==> src/interp_consts.svh <==
`ifndef INTERP_CONSTS_SVH
`define INTERP_CONSTS_SVH

// --------------------
// Sample and row sizes
// --------------------
`define SAMPLE_W 8
`define OUT_W 16
`define IN_LEN 11
`define OUT_LEN 21

// Least number of cycles from one row strobe to the next.
`define MIN_GAP 4

// --------------------
// Register block
// --------------------
`define REG_W 16
`define CTRL_ENABLE_BIT 0
`define CTRL_FLUSH_BIT 1

`endif

==> src/interp_data_pkg.sv <==
`default_nettype none

`include "interp_consts.svh"

package interp_data_pkg;

   // Signed samples on either side of the core.
   typedef logic signed [`SAMPLE_W-1:0] sample_t;
   typedef logic signed [`OUT_W-1:0]    out_sample_t;

   // --------------------
   // Rows
   // --------------------

   // Element 0 holds the first sample received.
   typedef struct packed {
      sample_t [`IN_LEN-1:0] smp;
   } in_row_t;

   // Even elements carry the input samples and odd elements the interpolated ones.
   typedef struct packed {
      out_sample_t [`OUT_LEN-1:0] smp;
   } out_row_t;

endpackage

`default_nettype wire

==> src/interp_reg_pkg.sv <==
`default_nettype none

`include "interp_consts.svh"

package interp_reg_pkg;

   typedef logic [`REG_W-1:0] reg_data_t;

   typedef enum logic [1:0] {
      CTRL     = 2'd0,   // Enable in bit 0, flush command in bit 1.
      ROWS_IN  = 2'd1,
      ROWS_OUT = 2'd2
   } reg_addr_t;

   // --------------------
   // Side-band structs
   // --------------------

   // Register block to datapath. Flush is a one-cycle pulse.
   typedef struct packed {
      logic enable;
      logic flush;
   } interp_cfg_t;

   // Datapath to register block, one pulse per event.
   typedef struct packed {
      logic row_in;    // A full row has been assembled.
      logic row_out;   // The core presented a result row.
   } interp_ev_t;

endpackage

`default_nettype wire

==> src/row_assembler.sv <==
`timescale 1ns/1ps
`default_nettype none

`include "interp_consts.svh"

module row_assembler (
   input  wire                               clk,
   input  wire                               rst_n,
   input  wire interp_data_pkg::sample_t     sample,
   input  wire                               sample_valid,
   input  wire interp_reg_pkg::interp_cfg_t  cfg,
   output interp_data_pkg::in_row_t          row,
   output logic                              row_strobe,
   output logic                              row_in
);
   import interp_data_pkg::*;

   localparam int IDX_W = $clog2(`IN_LEN);
   localparam int GAP_W = $clog2(`MIN_GAP);
   localparam logic [IDX_W-1:0] LAST_IDX  = IDX_W'(`IN_LEN - 1);
   localparam logic [IDX_W-1:0] FLUSH_MAX = IDX_W'(`IN_LEN - 1 - `MIN_GAP);
   localparam logic [GAP_W-1:0] GAP_MAX   = GAP_W'(`MIN_GAP - 1);

   in_row_t          stage;
   in_row_t          stage_next;
   logic [IDX_W-1:0] fill_idx;     // Samples held in the staging row.
   logic [GAP_W-1:0] gap_cnt;      // Cycles since the last strobe, saturating.
   logic             flush_pend;
   logic             have_row;
   logic             accept;
   logic             row_done;
   logic             flush_req;
   logic             flush_go;

   assign accept    = sample_valid & cfg.enable;
   assign row_done  = accept && (fill_idx == LAST_IDX);
   assign flush_req = (flush_pend | cfg.flush) & have_row;   // No row yet means nothing to drain.

   // A flush must also keep clear of a row that could finish inside the gap.
   // When the staging row is that far along, the flush merges into its strobe.
   assign flush_go = flush_req & ~row_done & (gap_cnt == GAP_MAX) & (fill_idx <= FLUSH_MAX);

   // Newest sample enters at the top, so the first one ends up in element 0.
   always_comb
   begin
      stage_next.smp = {sample, stage.smp[`IN_LEN-1:1]};
   end

   // --------------------
   // Control
   // --------------------
   always_ff @(posedge clk)
   begin
      if (!rst_n)
      begin
         fill_idx   <= '0;
         gap_cnt    <= GAP_MAX;   // The first strobe may go at once.
         flush_pend <= 1'b0;
         have_row   <= 1'b0;
         row_strobe <= 1'b0;
         row_in     <= 1'b0;
      end
      else
      begin
         if (accept)
            fill_idx <= row_done ? '0 : fill_idx + 1'b1;

         if (row_done || flush_go)
            gap_cnt <= '0;
         else if (gap_cnt != GAP_MAX)
            gap_cnt <= gap_cnt + 1'b1;

         flush_pend <= flush_req & ~row_done & ~flush_go;
         if (row_done)
            have_row <= 1'b1;

         row_strobe <= row_done | flush_go;
         row_in     <= row_done;
      end
   end

   // Payload.
   always_ff @(posedge clk)
   begin
      if (accept)
         stage <= stage_next;
      if (row_done)
         row <= stage_next;   // Held until the next full row.
   end

endmodule

`default_nettype wire

==> src/row_interp.sv <==
`timescale 1ns/1ps
`default_nettype none

`include "interp_consts.svh"

module row_interp (
   input  wire                            clk,
   input  wire                            rst_n,
   input  wire interp_data_pkg::in_row_t  row,
   input  wire                            row_strobe,
   output interp_data_pkg::out_row_t      out_row,
   output logic                           out_valid
);
   import interp_data_pkg::*;

   localparam int NODD  = `IN_LEN - 1;    // Interpolated samples per row.
   localparam int RES_W = `SAMPLE_W + 1;

   in_row_t                 x_q;
   sample_t                 ta_q  [NODD];
   sample_t                 tb_q  [NODD];
   sample_t                 tc_q  [NODD];
   logic signed [RES_W-1:0] sum_q [NODD];
   sample_t                 sub_q [NODD];
   logic signed [RES_W-1:0] res_q [`OUT_LEN];
   logic                    primed;

   // Kernel weights 3/8, 3/4 and -1/8 as shift pairs.
   function automatic sample_t quarter_eighth(input sample_t v);
      return (v >>> 2) + (v >>> 3);
   endfunction

   function automatic sample_t half_quarter(input sample_t v);
      return (v >>> 1) + (v >>> 2);
   endfunction

   function automatic sample_t eighth(input sample_t v);
      return v >>> 3;
   endfunction

   // --------------------
   // Strobed registers
   // --------------------
   always_ff @(posedge clk)
   begin
      if (row_strobe)
      begin
         x_q <= row;
         for (int i = 0; i < `OUT_LEN; i++)
            out_row.smp[i] <= out_sample_t'(res_q[i]);   // Sign extension to 16 bits.
      end
   end

   always_ff @(posedge clk)
   begin
      if (!rst_n)
      begin
         primed    <= 1'b0;
         out_valid <= 1'b0;
      end
      else
      begin
         out_valid <= row_strobe & primed;
         if (row_strobe)
            primed <= 1'b1;
      end
   end

   // --------------------
   // Pipeline
   // --------------------

   // Stage 1 splits each odd output into two added terms and one subtracted term.
   always_ff @(posedge clk)
   begin
      for (int k = 0; k < NODD - 1; k++)
      begin
         ta_q[k] <= quarter_eighth(x_q.smp[k]);
         tb_q[k] <= half_quarter(x_q.smp[k+1]);
         tc_q[k] <= eighth(x_q.smp[k+2]);
      end
      // The last odd sample has no right neighbour, so the kernel is mirrored.
      ta_q[NODD-1] <= quarter_eighth(x_q.smp[NODD]);
      tb_q[NODD-1] <= half_quarter(x_q.smp[NODD-1]);
      tc_q[NODD-1] <= eighth(x_q.smp[NODD-2]);
   end

   // Stage 2.
   always_ff @(posedge clk)
   begin
      for (int k = 0; k < NODD; k++)
      begin
         sum_q[k] <= ta_q[k] + tb_q[k];
         sub_q[k] <= tc_q[k];
      end
   end

   // Stage 3 holds all 21 results at nine bits.
   always_ff @(posedge clk)
   begin
      for (int k = 0; k < `IN_LEN; k++)
         res_q[2*k] <= sample_t'(x_q.smp[k]);
      for (int k = 0; k < NODD; k++)
         res_q[2*k+1] <= sum_q[k] - sub_q[k];
   end

endmodule

`default_nettype wire

==> src/interp_regs.sv <==
`timescale 1ns/1ps
`default_nettype none

`include "interp_consts.svh"

module interp_regs (
   input  wire                              clk,
   input  wire                              rst_n,
   input  wire                              reg_wr,
   input  wire interp_reg_pkg::reg_addr_t   reg_addr,
   input  wire interp_reg_pkg::reg_data_t   reg_wdata,
   output interp_reg_pkg::reg_data_t        reg_rdata,
   input  wire interp_reg_pkg::interp_ev_t  ev,
   output interp_reg_pkg::interp_cfg_t      cfg
);
   import interp_reg_pkg::*;

   logic      enable_q;
   logic      flush_q;
   reg_data_t rows_in_q;
   reg_data_t rows_out_q;
   logic      ctrl_wr;

   assign ctrl_wr = reg_wr && (reg_addr == CTRL);

   assign cfg = '{enable: enable_q, flush: flush_q};

   // --------------------
   // Control register
   // --------------------
   always_ff @(posedge clk)
   begin
      if (!rst_n)
      begin
         enable_q <= 1'b0;
         flush_q  <= 1'b0;
      end
      else
      begin
         if (ctrl_wr)
            enable_q <= reg_wdata[`CTRL_ENABLE_BIT];
         flush_q <= ctrl_wr & reg_wdata[`CTRL_FLUSH_BIT];   // Self-clearing.
      end
   end

   // Row counters wrap and are read only.
   always_ff @(posedge clk)
   begin
      if (!rst_n)
      begin
         rows_in_q  <= '0;
         rows_out_q <= '0;
      end
      else
      begin
         if (ev.row_in)
            rows_in_q <= rows_in_q + 1'b1;
         if (ev.row_out)
            rows_out_q <= rows_out_q + 1'b1;
      end
   end

   // --------------------
   // Read mux
   // --------------------
   always_comb
   begin
      reg_rdata = '0;
      case (reg_addr)
         CTRL:     reg_rdata[`CTRL_ENABLE_BIT] = enable_q;   // Flush always reads as 0.
         ROWS_IN:  reg_rdata = rows_in_q;
         ROWS_OUT: reg_rdata = rows_out_q;
         default:  reg_rdata = '0;
      endcase
   end

endmodule

`default_nettype wire

==> src/interp_top.sv <==
`timescale 1ns/1ps
`default_nettype none

module interp_top (
   input  wire                             clk,
   input  wire                             rst_n,
   input  wire interp_data_pkg::sample_t   sample,
   input  wire                             sample_valid,
   input  wire                             reg_wr,
   input  wire interp_reg_pkg::reg_addr_t  reg_addr,
   input  wire interp_reg_pkg::reg_data_t  reg_wdata,
   output interp_reg_pkg::reg_data_t       reg_rdata,
   output interp_data_pkg::out_row_t       out_row,
   output logic                            out_valid
);
   import interp_data_pkg::*;
   import interp_reg_pkg::*;

   wire interp_cfg_t cfg;
   wire in_row_t     row;
   wire              row_strobe;
   wire              row_in;

   // Events gathered from both halves of the datapath.
   wire interp_ev_t  ev = '{row_in: row_in, row_out: out_valid};

   // --------------------
   // Datapath
   // --------------------
   row_assembler u_asm (
      .clk          (clk),
      .rst_n        (rst_n),
      .sample       (sample),
      .sample_valid (sample_valid),
      .cfg          (cfg),
      .row          (row),
      .row_strobe   (row_strobe),
      .row_in       (row_in)
   );

   row_interp u_interp (
      .clk        (clk),
      .rst_n      (rst_n),
      .row        (row),
      .row_strobe (row_strobe),
      .out_row    (out_row),
      .out_valid  (out_valid)
   );

   // Register block beside the datapath.
   interp_regs u_regs (
      .clk       (clk),
      .rst_n     (rst_n),
      .reg_wr    (reg_wr),
      .reg_addr  (reg_addr),
      .reg_wdata (reg_wdata),
      .reg_rdata (reg_rdata),
      .ev        (ev),
      .cfg       (cfg)
   );

endmodule

`default_nettype wire

==> config.mk <==
export PLATFORM = sky130hd
export DESIGN_NAME = interp_top
export DESIGN_NICKNAME = d
export VERILOG_FILES = /design/src/interp_data_pkg.sv /design/src/interp_reg_pkg.sv /design/src/row_assembler.sv /design/src/row_interp.sv /design/src/interp_regs.sv /design/src/interp_top.sv
export VERILOG_INCLUDE_DIRS = /design/src
export SDC_FILE = /design/constraint.sdc
export NUM_CORES = 1
export LEC_CHECK = 0
export ABC_CLOCK_PERIOD_IN_PS = 14700
export BUFFER_PORTS_ARGS = -buffer_cell sky130_fd_sc_hd__buf_2
export CAP_MARGIN = 20
export CORE_AREA = 2 2 254 256
export CTS_BUF_LIST = sky130_fd_sc_hd__clkbuf_8
export CTS_CLUSTER_SIZE = 28
export DETAILED_ROUTE_END_ITERATION = 7
export DIE_AREA = 0 0 256 258
export PLACE_DENSITY_LB_ADDON = 0.15
export SYNTH_ARGS = -nofsm -noshare
export SYNTH_HDL_FRONTEND = slang
export SYNTH_SLANG_ARGS = --single-unit
==> constraint.sdc <==
create_clock -name clk -period 14.7 [get_ports clk]
set_input_delay 2.94 -clock clk [delete_from_list [all_inputs] [get_ports clk]]
set_output_delay 2.94 -clock clk [all_outputs]
set_load 0.01 [all_outputs]
==> flow_summary.yaml, run 1 <==
run_status:
  outcome: "finished clean"
clocking:
  h-tree-depth: 4
  clk_latency_ns: 0.77
  postCtsSetupBuffers: 0
  numCtsBuffers: 142
  cts_tree: "built"
  clockBufferDepth: 3
  cts.clk_slew.worst_paths_ns: 0.06
  cts.hold.buffers_added: 0
  cts_resized: 0
  cts_root_buf: "clkbuf_8"
  clock_sinks: 916
global_route:
  grt_max_degree: 82
  track_usage_pct: 17.7
  first_global_vias: 18800
  grt_remaining_overflow: 0
  grt_first_pass_wirelength_um: 93600
  antenna_found_initial: 3
flow_run:
  drv_cap: 0
placed_design:
  dp.cells: 3523
  portBuffers: 368
  dp_hpwl_um: 40800
  pre_cts_ws_ns: 7.60
  gp_congestion: 0.855
logic_synthesis:
  ys_seq_area_share_pct: 65.6
  syn_avg_cell_area_um2: 14.0
  yosysTopAreaCell: "edfxtp_1"
  ys.warnings.count: 0
  synthTopCellsByArea: "edfxtp_1 38%, dfxtp_1 28%, ha_1 8.4%, xnor2_1 4.6%, buf_4 3.5%"
  synth_flop_cell: "dfxtp_1"
  ys_ff_latch: 916
  netlist_area_um2: 34600
  ys_async_sr_fraction_pct: 0
  synth_cell_types: 53
  synthCells: 2478
  synth_top_area_share_pct: 37.7
  synth_edf_count: 434
  syn_nets: 2780
floorplan:
  die_x_um: 256
  rows: 93
  core_um2: 63600
  die_h_um: 258
  io_pins: 383
  dieArea_um2: 66000
  initial_core_util_pct: 54.3
setup_path:
  critical_path_required_ns: 11.76
  worst-setup-path-type: "input pin to output pin"
  arrival_ns: 4.16
  startpoint: "reg_addr[1]"
  reg2reg_slack_ns: 11.74
  r2r-end: "u_interp.x_q[44]$_DFFE_PP_"
  worstSetupEndpoint: "reg_rdata[0]"
  r2r-start: "u_asm.row_strobe$_SDFF_PN0_"
  reg2reg_depth: 2
  end_kind: "output pin"
  cp_max_fo: 16
  cp-start-kind: "input pin"
drt:
  vias_per_cell: 4.89
  wl_per_cell_um: 15.4
  route.detailed.drc: 0
  drt-pass1-iter-count: 5
  wirelength_um: 58500
  drt_iter0_markers: 785
  drtAntennaViolNets: 0
  vias: 18500
finish:
  fin_util_pct: 61.5
  area_growth_pct: 13.3
  fill_cells: 5001
  stdcell_count: 3790
  fin_nets: 3115
  layout-drive-gt1-share_pct: 20.6
pwr:
  powerDensity_nw_per_um2: 122
  cellLeakagePower_nw: 16.4
  power_mw: 4.77
  peakVddDrop_mv: 0.0824
sta:
  max-slew-margin-rel_pct: 35.7
  finalCriticalPeriod_ns: 7.10
  tns_ns: 0
  fin_skew_ns: 0.0299
  final-max-slew-violation-count: 0
  rsz0062_at_grt: "no"
  worst_slack_ns: 7.60
  post-route-period-util_pct: 48.3
  worst_pin_slew_ns: 0.965
  finalHoldViolCount: 0
  fmax_ghz: 0.141
  finalSetupViolations: 0
worst_hold_path:
  hold_path_class: "flip-flop to flip-flop"
## cell type report
| cell class | instances | area (um2) | share of cell area, % |
|---|---|---|---|
| clock buffers | 162 | 2230 | 5.69 |
| well taps | 855 | 1070 | 2.73 |
| flip-flops and latches | 916 | 22700 | 57.9 |
| repair buffers | 374 | 1910 | 4.87 |
| clock inverters | 103 | 668 | 1.71 |
| multi-input cells | 1241 | 10100 | 25.8 |
| diodes | 1 | 2.50 | 0.00639 |
| inverters | 138 | 520 | 1.33 |
## worst max-delay path: stages
cell and delay [ns]:
buf_2 0.11, inv_1 0.06, ha_1 0.37, a222oi_1 0.45
nor2_1 0.07, buf_2 0.15
## layer usage
layer	share of wire (%)	global-route usage, %	up-vias
met2	49	29.4	380
li1	-	-	9250
met4	1.9	6.73	0
met1	45	22.4	8819
met5	0	0	-
met3	4.9	4.73	91
## placed cells by master (no fill, tap or decap), drive strengths merged, types with 15 or more instances in the layout
cell,n
xnor2,180
nor2,95
nor3,25
o41ai,16
dfxtp,482
o2111ai,19
clkinv,37
nor2b,55
o21ai,48
and2,29
inv,194
nand3,55
o21a,27
a22oi,15
edfxtp,434
a21oi,80
a21o,62
xor2,54
buf,374
ha,233
fa,39
clkbuf,162
nand2,90
## how the worst min path moves through the flow
| stage | start | to | slack, ns | cells past startpoint |
|---|---|---|---|---|
| final | u_interp.x_q[80]$_DFFE_PP_ | u_interp.res_q[20][0]$_DFF_P_ | 0.34 | 0 |
| after global routing | u_interp.x_q[80]$_DFFE_PP_ | u_interp.res_q[20][0]$_DFF_P_ | 0.35 | 0 |
| after CTS | u_interp.x_q[80]$_DFFE_PP_ | u_interp.res_q[20][0]$_DFF_P_ | 0.34 | 0 |
| after detailed placement | u_interp.x_q[80]$_DFFE_PP_ | u_interp.res_q[20][0]$_DFF_P_ | 0.33 | 0 |
| after global placement | u_interp.x_q[72]$_DFFE_PP_ | u_interp.res_q[18][0]$_DFF_P_ | 0.33 | 0 |
| after floorplan | u_interp.x_q[0]$_DFFE_PP_ | u_interp.res_q[0][0]$_DFF_P_ | 0.32 | 0 |
## report_power, final
| group | switching [mW] | internal [mW] |
|---|---|---|
| Combinational | 0.0127 | 0.0108 |
| Clock | 0.960 | 1.13 |
| Sequential | 0.00290 | 2.65 |
## state kept, by name, summed over array words and instances (netlist names), 2 cells and up
register / count
u_interp.tb_q: 63
u_interp.sub_q: 45
u_asm.fill_idx: 4
u_interp.res_q: 131
u_interp.x_q: 88
u_regs.rows_out_q: 16
u_regs.rows_in_q: 16
u_asm.row: 88
u_interp.tc_q: 45
u_asm.stage: 80
u_interp.sum_q: 90
u_asm.gap_cnt: 2
u_interp.ta_q: 62
out_row: 178
## metrics by stage
stage / area, um2 / hold WS, ns
final: 39200 / 0.343
after global routing: 39200 / 0.346
after CTS: 39100 / 0.344
after detailed placement: 36200 / 0.330
after global placement: 36200 / 0.326
after floorplan: 34600 / 0.323
## cell families (layout without fill, tap and decap cells)
kind of cell    count (synthesis)  in the layout  synth area share, %
fa+ha+maj                     272            272                 10.7
buf+inv                       321            777                 5.21
mux                             4              4                0.116
simple gates                  405            405                 5.81
other cells                     0              1                    0
xor+xnor                      234            234                 5.93
compound gates                326            326                 6.63
flops                         916            916                 65.6
## synth_stat cells (2+ instances only)
| cell | n |
|---|---|
| a211o_1 | 2 |
| a211oi_1 | 14 |
| a21boi_0 | 2 |
| a21o_1 | 62 |
| a21oi_1 | 78 |
| a21oi_2 | 2 |
| a22oi_1 | 15 |
| a31o_2 | 3 |
| a31oi_1 | 10 |
| and2_1 | 29 |
| and3_1 | 11 |
| and4_1 | 4 |
| buf_4 | 159 |
| clkbuf_1 | 24 |
| dfxtp_1 | 482 |
| edfxtp_1 | 434 |
| fa_1 | 39 |
| ha_1 | 233 |
| inv_1 | 138 |
| mux2i_1 | 4 |
| nand2_1 | 90 |
| nand2b_1 | 13 |
| nand3_1 | 55 |
| nand4_1 | 12 |
| nor2_1 | 94 |
| nor2b_1 | 55 |
| nor3_1 | 23 |
| nor3_2 | 2 |
| nor4_1 | 3 |
| o2111ai_1 | 19 |
| o211ai_1 | 3 |
| o21a_1 | 27 |
| o21ai_0 | 46 |
| o21ai_1 | 2 |
| o21bai_1 | 10 |
| o22ai_1 | 2 |
| o31a_1 | 3 |
| o41a_1 | 6 |
| o41ai_1 | 7 |
| o41ai_2 | 9 |
| or2_2 | 6 |
| or3_1 | 2 |
| or4_1 | 2 |
| xnor2_1 | 180 |
| xor2_1 | 54 |
(Power assumes the default switching activity.)
==> run 2: changes to the inputs <==
--- a/config.mk
+++ b/config.mk
@@ -6,7 +6,7 @@
 export SDC_FILE = /design/constraint.sdc
 export NUM_CORES = 1
 export LEC_CHECK = 0
-export ABC_CLOCK_PERIOD_IN_PS = 14700
+export ABC_CLOCK_PERIOD_IN_PS = 6100
 export BUFFER_PORTS_ARGS = -buffer_cell sky130_fd_sc_hd__buf_2
 export CAP_MARGIN = 20
 export CORE_AREA = 2 2 254 256
==> constraint.sdc (replaced) <==
create_clock -name clk -period 6.1 [get_ports clk]
set_input_delay 1.22 -clock clk [delete_from_list [all_inputs] [get_ports clk]]
set_output_delay 1.22 -clock clk [all_outputs]
set_load 0.01 [all_outputs]
==> run 2 against run 1 <==
Net effect:
- sequential cell count stayed put
- sequential power rose by 140%
- wire length shrank 0.77%
- global-route usage shrank 0.15 points
- highest routed layer unchanged
- largest power group unchanged
- critical endpoint unchanged
- hold slack got worse by 0.0062 ns
- core utilization grew 0.17 points
- largest cell class unchanged
- clock skew increased by 0.0020 ns
- clock power up 150%
- sequential share of layout area fell by 0.16 points
- total power rose by 140%
- final cell count increased by 0.13%
- via count about the same
==> flow_summary.yaml, run 2 (same netlist as run 1, synthesis figures left out) <==
pwr:
  p_int_mw: 9.32
  pwr-share-clk_pct: 44.5
  p_switching_mw: 2.32
  seqPwrFrac_pct: 55.0
  peakVddDrop_mv: 0.253
  cellLeakagePower_nw: 16.4
  p_comb_share_pct: 0.5
  p_sw_share_pct: 20.0
  powerDensity_nw_per_um2: 296
clocking:
  postCtsSetupBuffers: 0
  clockBufferDepth: 3
  cts_tree: "built"
  h-tree-depth: 4
  cts_root_buf: "clkbuf_8"
  clock_sinks: 916
  clk_latency_ns: 0.77
  cts.hold.buffers_added: 0
  cts.clk_slew.worst_paths_ns: 0.06
  numCtsBuffers: 147
  cts_resized: 0
global_route:
  grt_max_degree: 186
  grt_remaining_overflow: 0
  first_global_vias: 18700
  track_usage_pct: 17.6
  grt_first_pass_wirelength_um: 92900
  antenna_found_initial: 1
sta:
  post-route-period-util_pct: 60.7
  fmax_ghz: 0.270
  fin_skew_ns: 0.0319
  finalCriticalPeriod_ns: 3.70
  whs_ns: 0.337
  finalHoldViolCount: 0
  worst_pin_slew_ns: 1.07
  final-max-slew-violation-count: 0
  tns_ns: 0
  rsz0062_at_grt: "no"
  max-slew-margin-rel_pct: 28.6
  finalSetupViolations: 0
floorplan:
  rows: 93
  io_pins: 383
  die_h_um: 258
  dieArea_um2: 66000
  die_x_um: 256
  initial_core_util_pct: 54.3
  core_um2: 63600
setup_path:
  worst-setup-path-type: "input pin to output pin"
  arrival_ns: 2.48
  critical_path_required_ns: 4.88
  end_kind: "output pin"
  cp_max_fo: 16
  cp-start-kind: "input pin"
finish:
  final_common_cell: "dfxtp_1"
  fill_cells: 5015
  final_area_um2: 39300
  fin_nets: 3119
  largest_reg_flops: 178
  multi_input_area_um2: 10100
  area_growth_pct: 13.6
  mostFrequentLayoutCells: "481 x dfxtp_1, 434 x edfxtp_1, 368 x buf_2, 233 x ha_1, 184 x inv_1"
  layout-drive-gt1-share_pct: 20.7
  seqCellArea_um2: 22700
drt:
  drtAntennaViolNets: 0
  vias: 18600
  route.detailed.drc: 0
  vias_per_cell: 4.89
  wl_per_cell_um: 15.3
  drt-pass1-iter-count: 5
  drt_iter0_markers: 835
  wirelength_um: 58100
run_status:
  outcome: "finished clean"
flow_run:
  drv_cap: 0
placed_design:
  gp_congestion: 0.831
  dp_hpwl_um: 40300
  postPlaceCellArea_um2: 36300
  portBuffers: 368
worst_hold_path:
  hold_path_class: "flip-flop to flip-flop"
## run 2: area by class of cell
cell class                      instances  area share, %
Multi-Input combinational cell       1241           25.7
Timing Repair Buffer                  373           4.87
Antenna cell                            1        0.00637
Tap cell                              855           2.72
Clock buffer                          170           5.96
Inverter                              138           1.33
Clock inverter                        101           1.68
Sequential cell                       916           57.8
## run 2: per-layer routing
layer  GRT usage (%)  routed length, um  vias to the layer above
met3            5.03               2990                       94
met5               0                  0                        -
li1                -                  -                     9268
met2            28.6              27800                      419
met4            6.56               1210                        0
met1            22.5              26000                     8776
## run 2: path summary, 6_finish.rpt
kind	start	end	slack, ns	cells past startpoint
worst max-delay path	reg_addr[1]	reg_rdata[0]	2.40	6
worst min-delay path	u_interp.tc_q[4][2]$_DFF_P_	u_interp.sub_q[4][2]$_DFF_P_	0.34	0
worst max register to register	u_regs.enable_q$_SDFFE_PN0P_	u_asm.row[53]$_DFFE_PN_	3.88	3
worst min register to register	u_interp.tc_q[4][2]$_DFF_P_	u_interp.sub_q[4][2]$_DFF_P_	0.34	0
## run 2: power groups by stage
stage	clock network, mW	registers, mW	logic, mW
after floorplan	0	6.53	0.0409
after global placement	0	6.54	0.0528
after detailed placement	0	6.54	0.0561
after CTS	5.36	6.41	0.0563
after global routing	5.65	6.40	0.0640
final	5.18	6.41	0.0557
## run 2: worst max-delay path, stage by stage
cell and delay (ns):
buf_2 0.10, inv_1 0.05, ha_1 0.37, a222oi_1 0.50, nor2_1 0.08, buf_2 0.15
## run 2: stage by stage
step / worst slack [ns] / cells / utilization [%] / power [mW]
floorplan: 0.531 / 2478 / - / 6.57
global placement: 2.46 / 3522 / 57.0 / 6.59
detailed placement: 2.40 / 3522 / 57.0 / 6.59
CTS: 2.40 / 3793 / 61.7 / 11.8
global route: 2.30 / 3795 / 61.7 / 12.1
finish: 2.40 / 3795 / 61.7 / 11.6
==> run 3: changes to the inputs <==
--- a/config.mk
+++ b/config.mk
@@ -6,7 +6,7 @@
 export SDC_FILE = /design/constraint.sdc
 export NUM_CORES = 1
 export LEC_CHECK = 0
-export ABC_CLOCK_PERIOD_IN_PS = 6100
+export ABC_CLOCK_PERIOD_IN_PS = 3600
 export BUFFER_PORTS_ARGS = -buffer_cell sky130_fd_sc_hd__buf_2
 export CAP_MARGIN = 20
 export CORE_AREA = 2 2 254 256
==> constraint.sdc (replaced) <==
create_clock -name clk -period 3.6 [get_ports clk]
set_input_delay 0.72 -clock clk [delete_from_list [all_inputs] [get_ports clk]]
set_output_delay 0.72 -clock clk [all_outputs]
set_load 0.01 [all_outputs]
==> run 3 against run 2 <==
Net effect:
- register-to-register slack got worse by 2.3 ns
- critical path type unchanged
- clock-buffer cell count decreased by 5
- global-route usage grew 0.075 points
- wire length shrank 0.18%
- design area fell by 0.16%
- first-iteration DRC count rose by 3.5%
- clock skew shrank 0.0095 ns
- largest power group unchanged
- highest routed layer unchanged
- sequential share of layout area up 0.092 points
- die area stayed put
==> flow_summary.yaml, run 3 (same netlist as run 1, synthesis figures left out) <==
run_status:
  outcome: "finished clean"
finish:
  area_growth_pct: 13.4
  fill_cells: 4928
  layout-drive-gt1-share_pct: 20.5
  largest_reg_flops: 178
  seqCellArea_um2: 22700
  multi_input_area_um2: 10100
  mostFrequentLayoutCells: "481 x dfxtp_1, 434 x edfxtp_1, 368 x buf_2, 233 x ha_1, 187 x inv_1"
  stdcell_count: 3790
  fin_nets: 3118
  final_common_cell: "dfxtp_1"
sta:
  rsz0062_at_grt: "no"
  post-route-period-util_pct: 73.6
  finalHoldViolCount: 0
  worst_pin_slew_ns: 0.793
  finalCriticalPeriod_ns: 2.65
  final-max-slew-violation-count: 0
  finalSetupViolations: 0
  tns_ns: 0
  fmax_ghz: 0.377
  fin_skew_ns: 0.0225
  max-slew-margin-rel_pct: 47.1
clocking:
  cts.hold.buffers_added: 0
  clk_latency_ns: 0.77
  cts_tree: "built"
  cts_root_buf: "clkbuf_8"
  cts_resized: 0
  numCtsBuffers: 143
  cts.clk_slew.worst_paths_ns: 0.06
  clockBufferDepth: 3
  h-tree-depth: 4
  clock_sinks: 916
  postCtsSetupBuffers: 0
drt:
  wirelength_um: 58000
  vias: 18600
  vias_per_cell: 4.92
  route.detailed.drc: 0
  drt-pass1-iter-count: 5
  drtAntennaViolNets: 0
  drt_iter0_markers: 864
  wl_per_cell_um: 15.3
setup_path:
  critical_path_required_ns: 2.88
  reg2reg_slack_ns: 1.62
  cp-start-kind: "input pin"
  end_kind: "output pin"
  cp_max_fo: 16
  r2r-end: "u_interp.res_q[1][8]$_DFF_P_"
  reg2reg_depth: 9
  r2r-start: "u_interp.sum_q[0][0]$_DFF_P_"
  arrival_ns: 1.93
  worst-setup-path-type: "input pin to output pin"
global_route:
  use_met3_pct: 4.27
  track_usage_pct: 17.7
  grt_util_met2_pct: 29.2
  gr-usage-met1_pct: 22.6
  grt_first_pass_wirelength_um: 93300
  grt_busiest_layer: "met2"
  first_global_vias: 18600
  grt_max_degree: 95
  grt_remaining_overflow: 0
  antenna_found_initial: 1
pwr:
  peakVddDrop_mv: 0.374
  p_int_mw: 15.5
  pwr-share-clk_pct: 43.6
  cellLeakagePower_nw: 16.4
  p_sw_share_pct: 20.2
  seqPwrFrac_pct: 55.9
  power_mw: 19.4
  p_switching_mw: 3.92
  powerDensity_nw_per_um2: 496
  p_comb_share_pct: 0.5
floorplan:
  dieArea_um2: 66000
  die_h_um: 258
  die_x_um: 256
  rows: 93
  io_pins: 383
  initial_core_util_pct: 54.3
  core_um2: 63600
placed_design:
  portBuffers: 368
  dp.cells: 3526
  dp_hpwl_um: 40700
  gp_congestion: 0.846
worst_hold_path:
  min_to: "u_asm.stage[86]$_DFFE_PP_"
  holdPathStages: 1
  min_from: "sample[6]"
  hold_path_class: "input pin to flip-flop"
flow_run:
  drv_cap: 0
## run 3: power by group through the flow
stage / Combinational [mW] / Clock (mW) / Sequential [mW]
final: 0.0965 / 8.48 / 10.9
after global routing: 0.111 / 9.26 / 10.8
after CTS: 0.0983 / 8.78 / 10.9
after detailed placement: 0.0979 / 0 / 11.1
after global placement: 0.0909 / 0 / 11.1
after floorplan: 0.0693 / 0 / 11.1
## run 3: worst max path at each step
stage | start | endpoint | cells after the start
global route | reg_addr[1] | reg_rdata[0] | 6
global placement | reg_addr[1] | reg_rdata[0] | 6
finish | reg_addr[1] | reg_rdata[0] | 6
CTS | reg_addr[1] | reg_rdata[0] | 6
floorplan | sample_valid | u_asm.gap_cnt[0]$_SDFFE_PN1P_ | 4
detailed placement | reg_addr[1] | reg_rdata[0] | 6
## run 3: critical path, stage by stage
cell      delay, ns
buf_2          0.10
inv_1          0.05
ha_1           0.36
a222oi_1       0.47
nor2_1         0.07
buf_2          0.15
## run 3: layout make-up
type	count	area share [%]
timing repair buffer	376	5.04
tap	855	2.73
inverter	138	1.32
multi-input combinational	1241	25.7
antenna	1	0.00638
clock buffer	165	5.79
sequential	916	57.8
clock inverter	98	1.53
## run 3: metal layers
| metal | share of wire, % | vias to the layer above |
|---|---|---|
| met5 | 0 | - |
| met4 | 2.1 | 0 |
| met3 | 4.3 | 105 |
| met2 | 48 | 396 |
| met1 | 45 | 8885 |
| li1 | - | 9254 |
## run 3: metrics by stage
stage	setup WS [ns]	utilization (%)	hold WS (ns)	area, um2
finish	0.949	61.6	0.143	39200
global route	0.837	61.6	0.0769	39200
CTS	0.947	61.6	0.0511	39200
detailed placement	0.949	57.1	0.327	36300
floorplan	0.0651	-	0.323	34600
global placement	0.994	57.1	0.328	36300
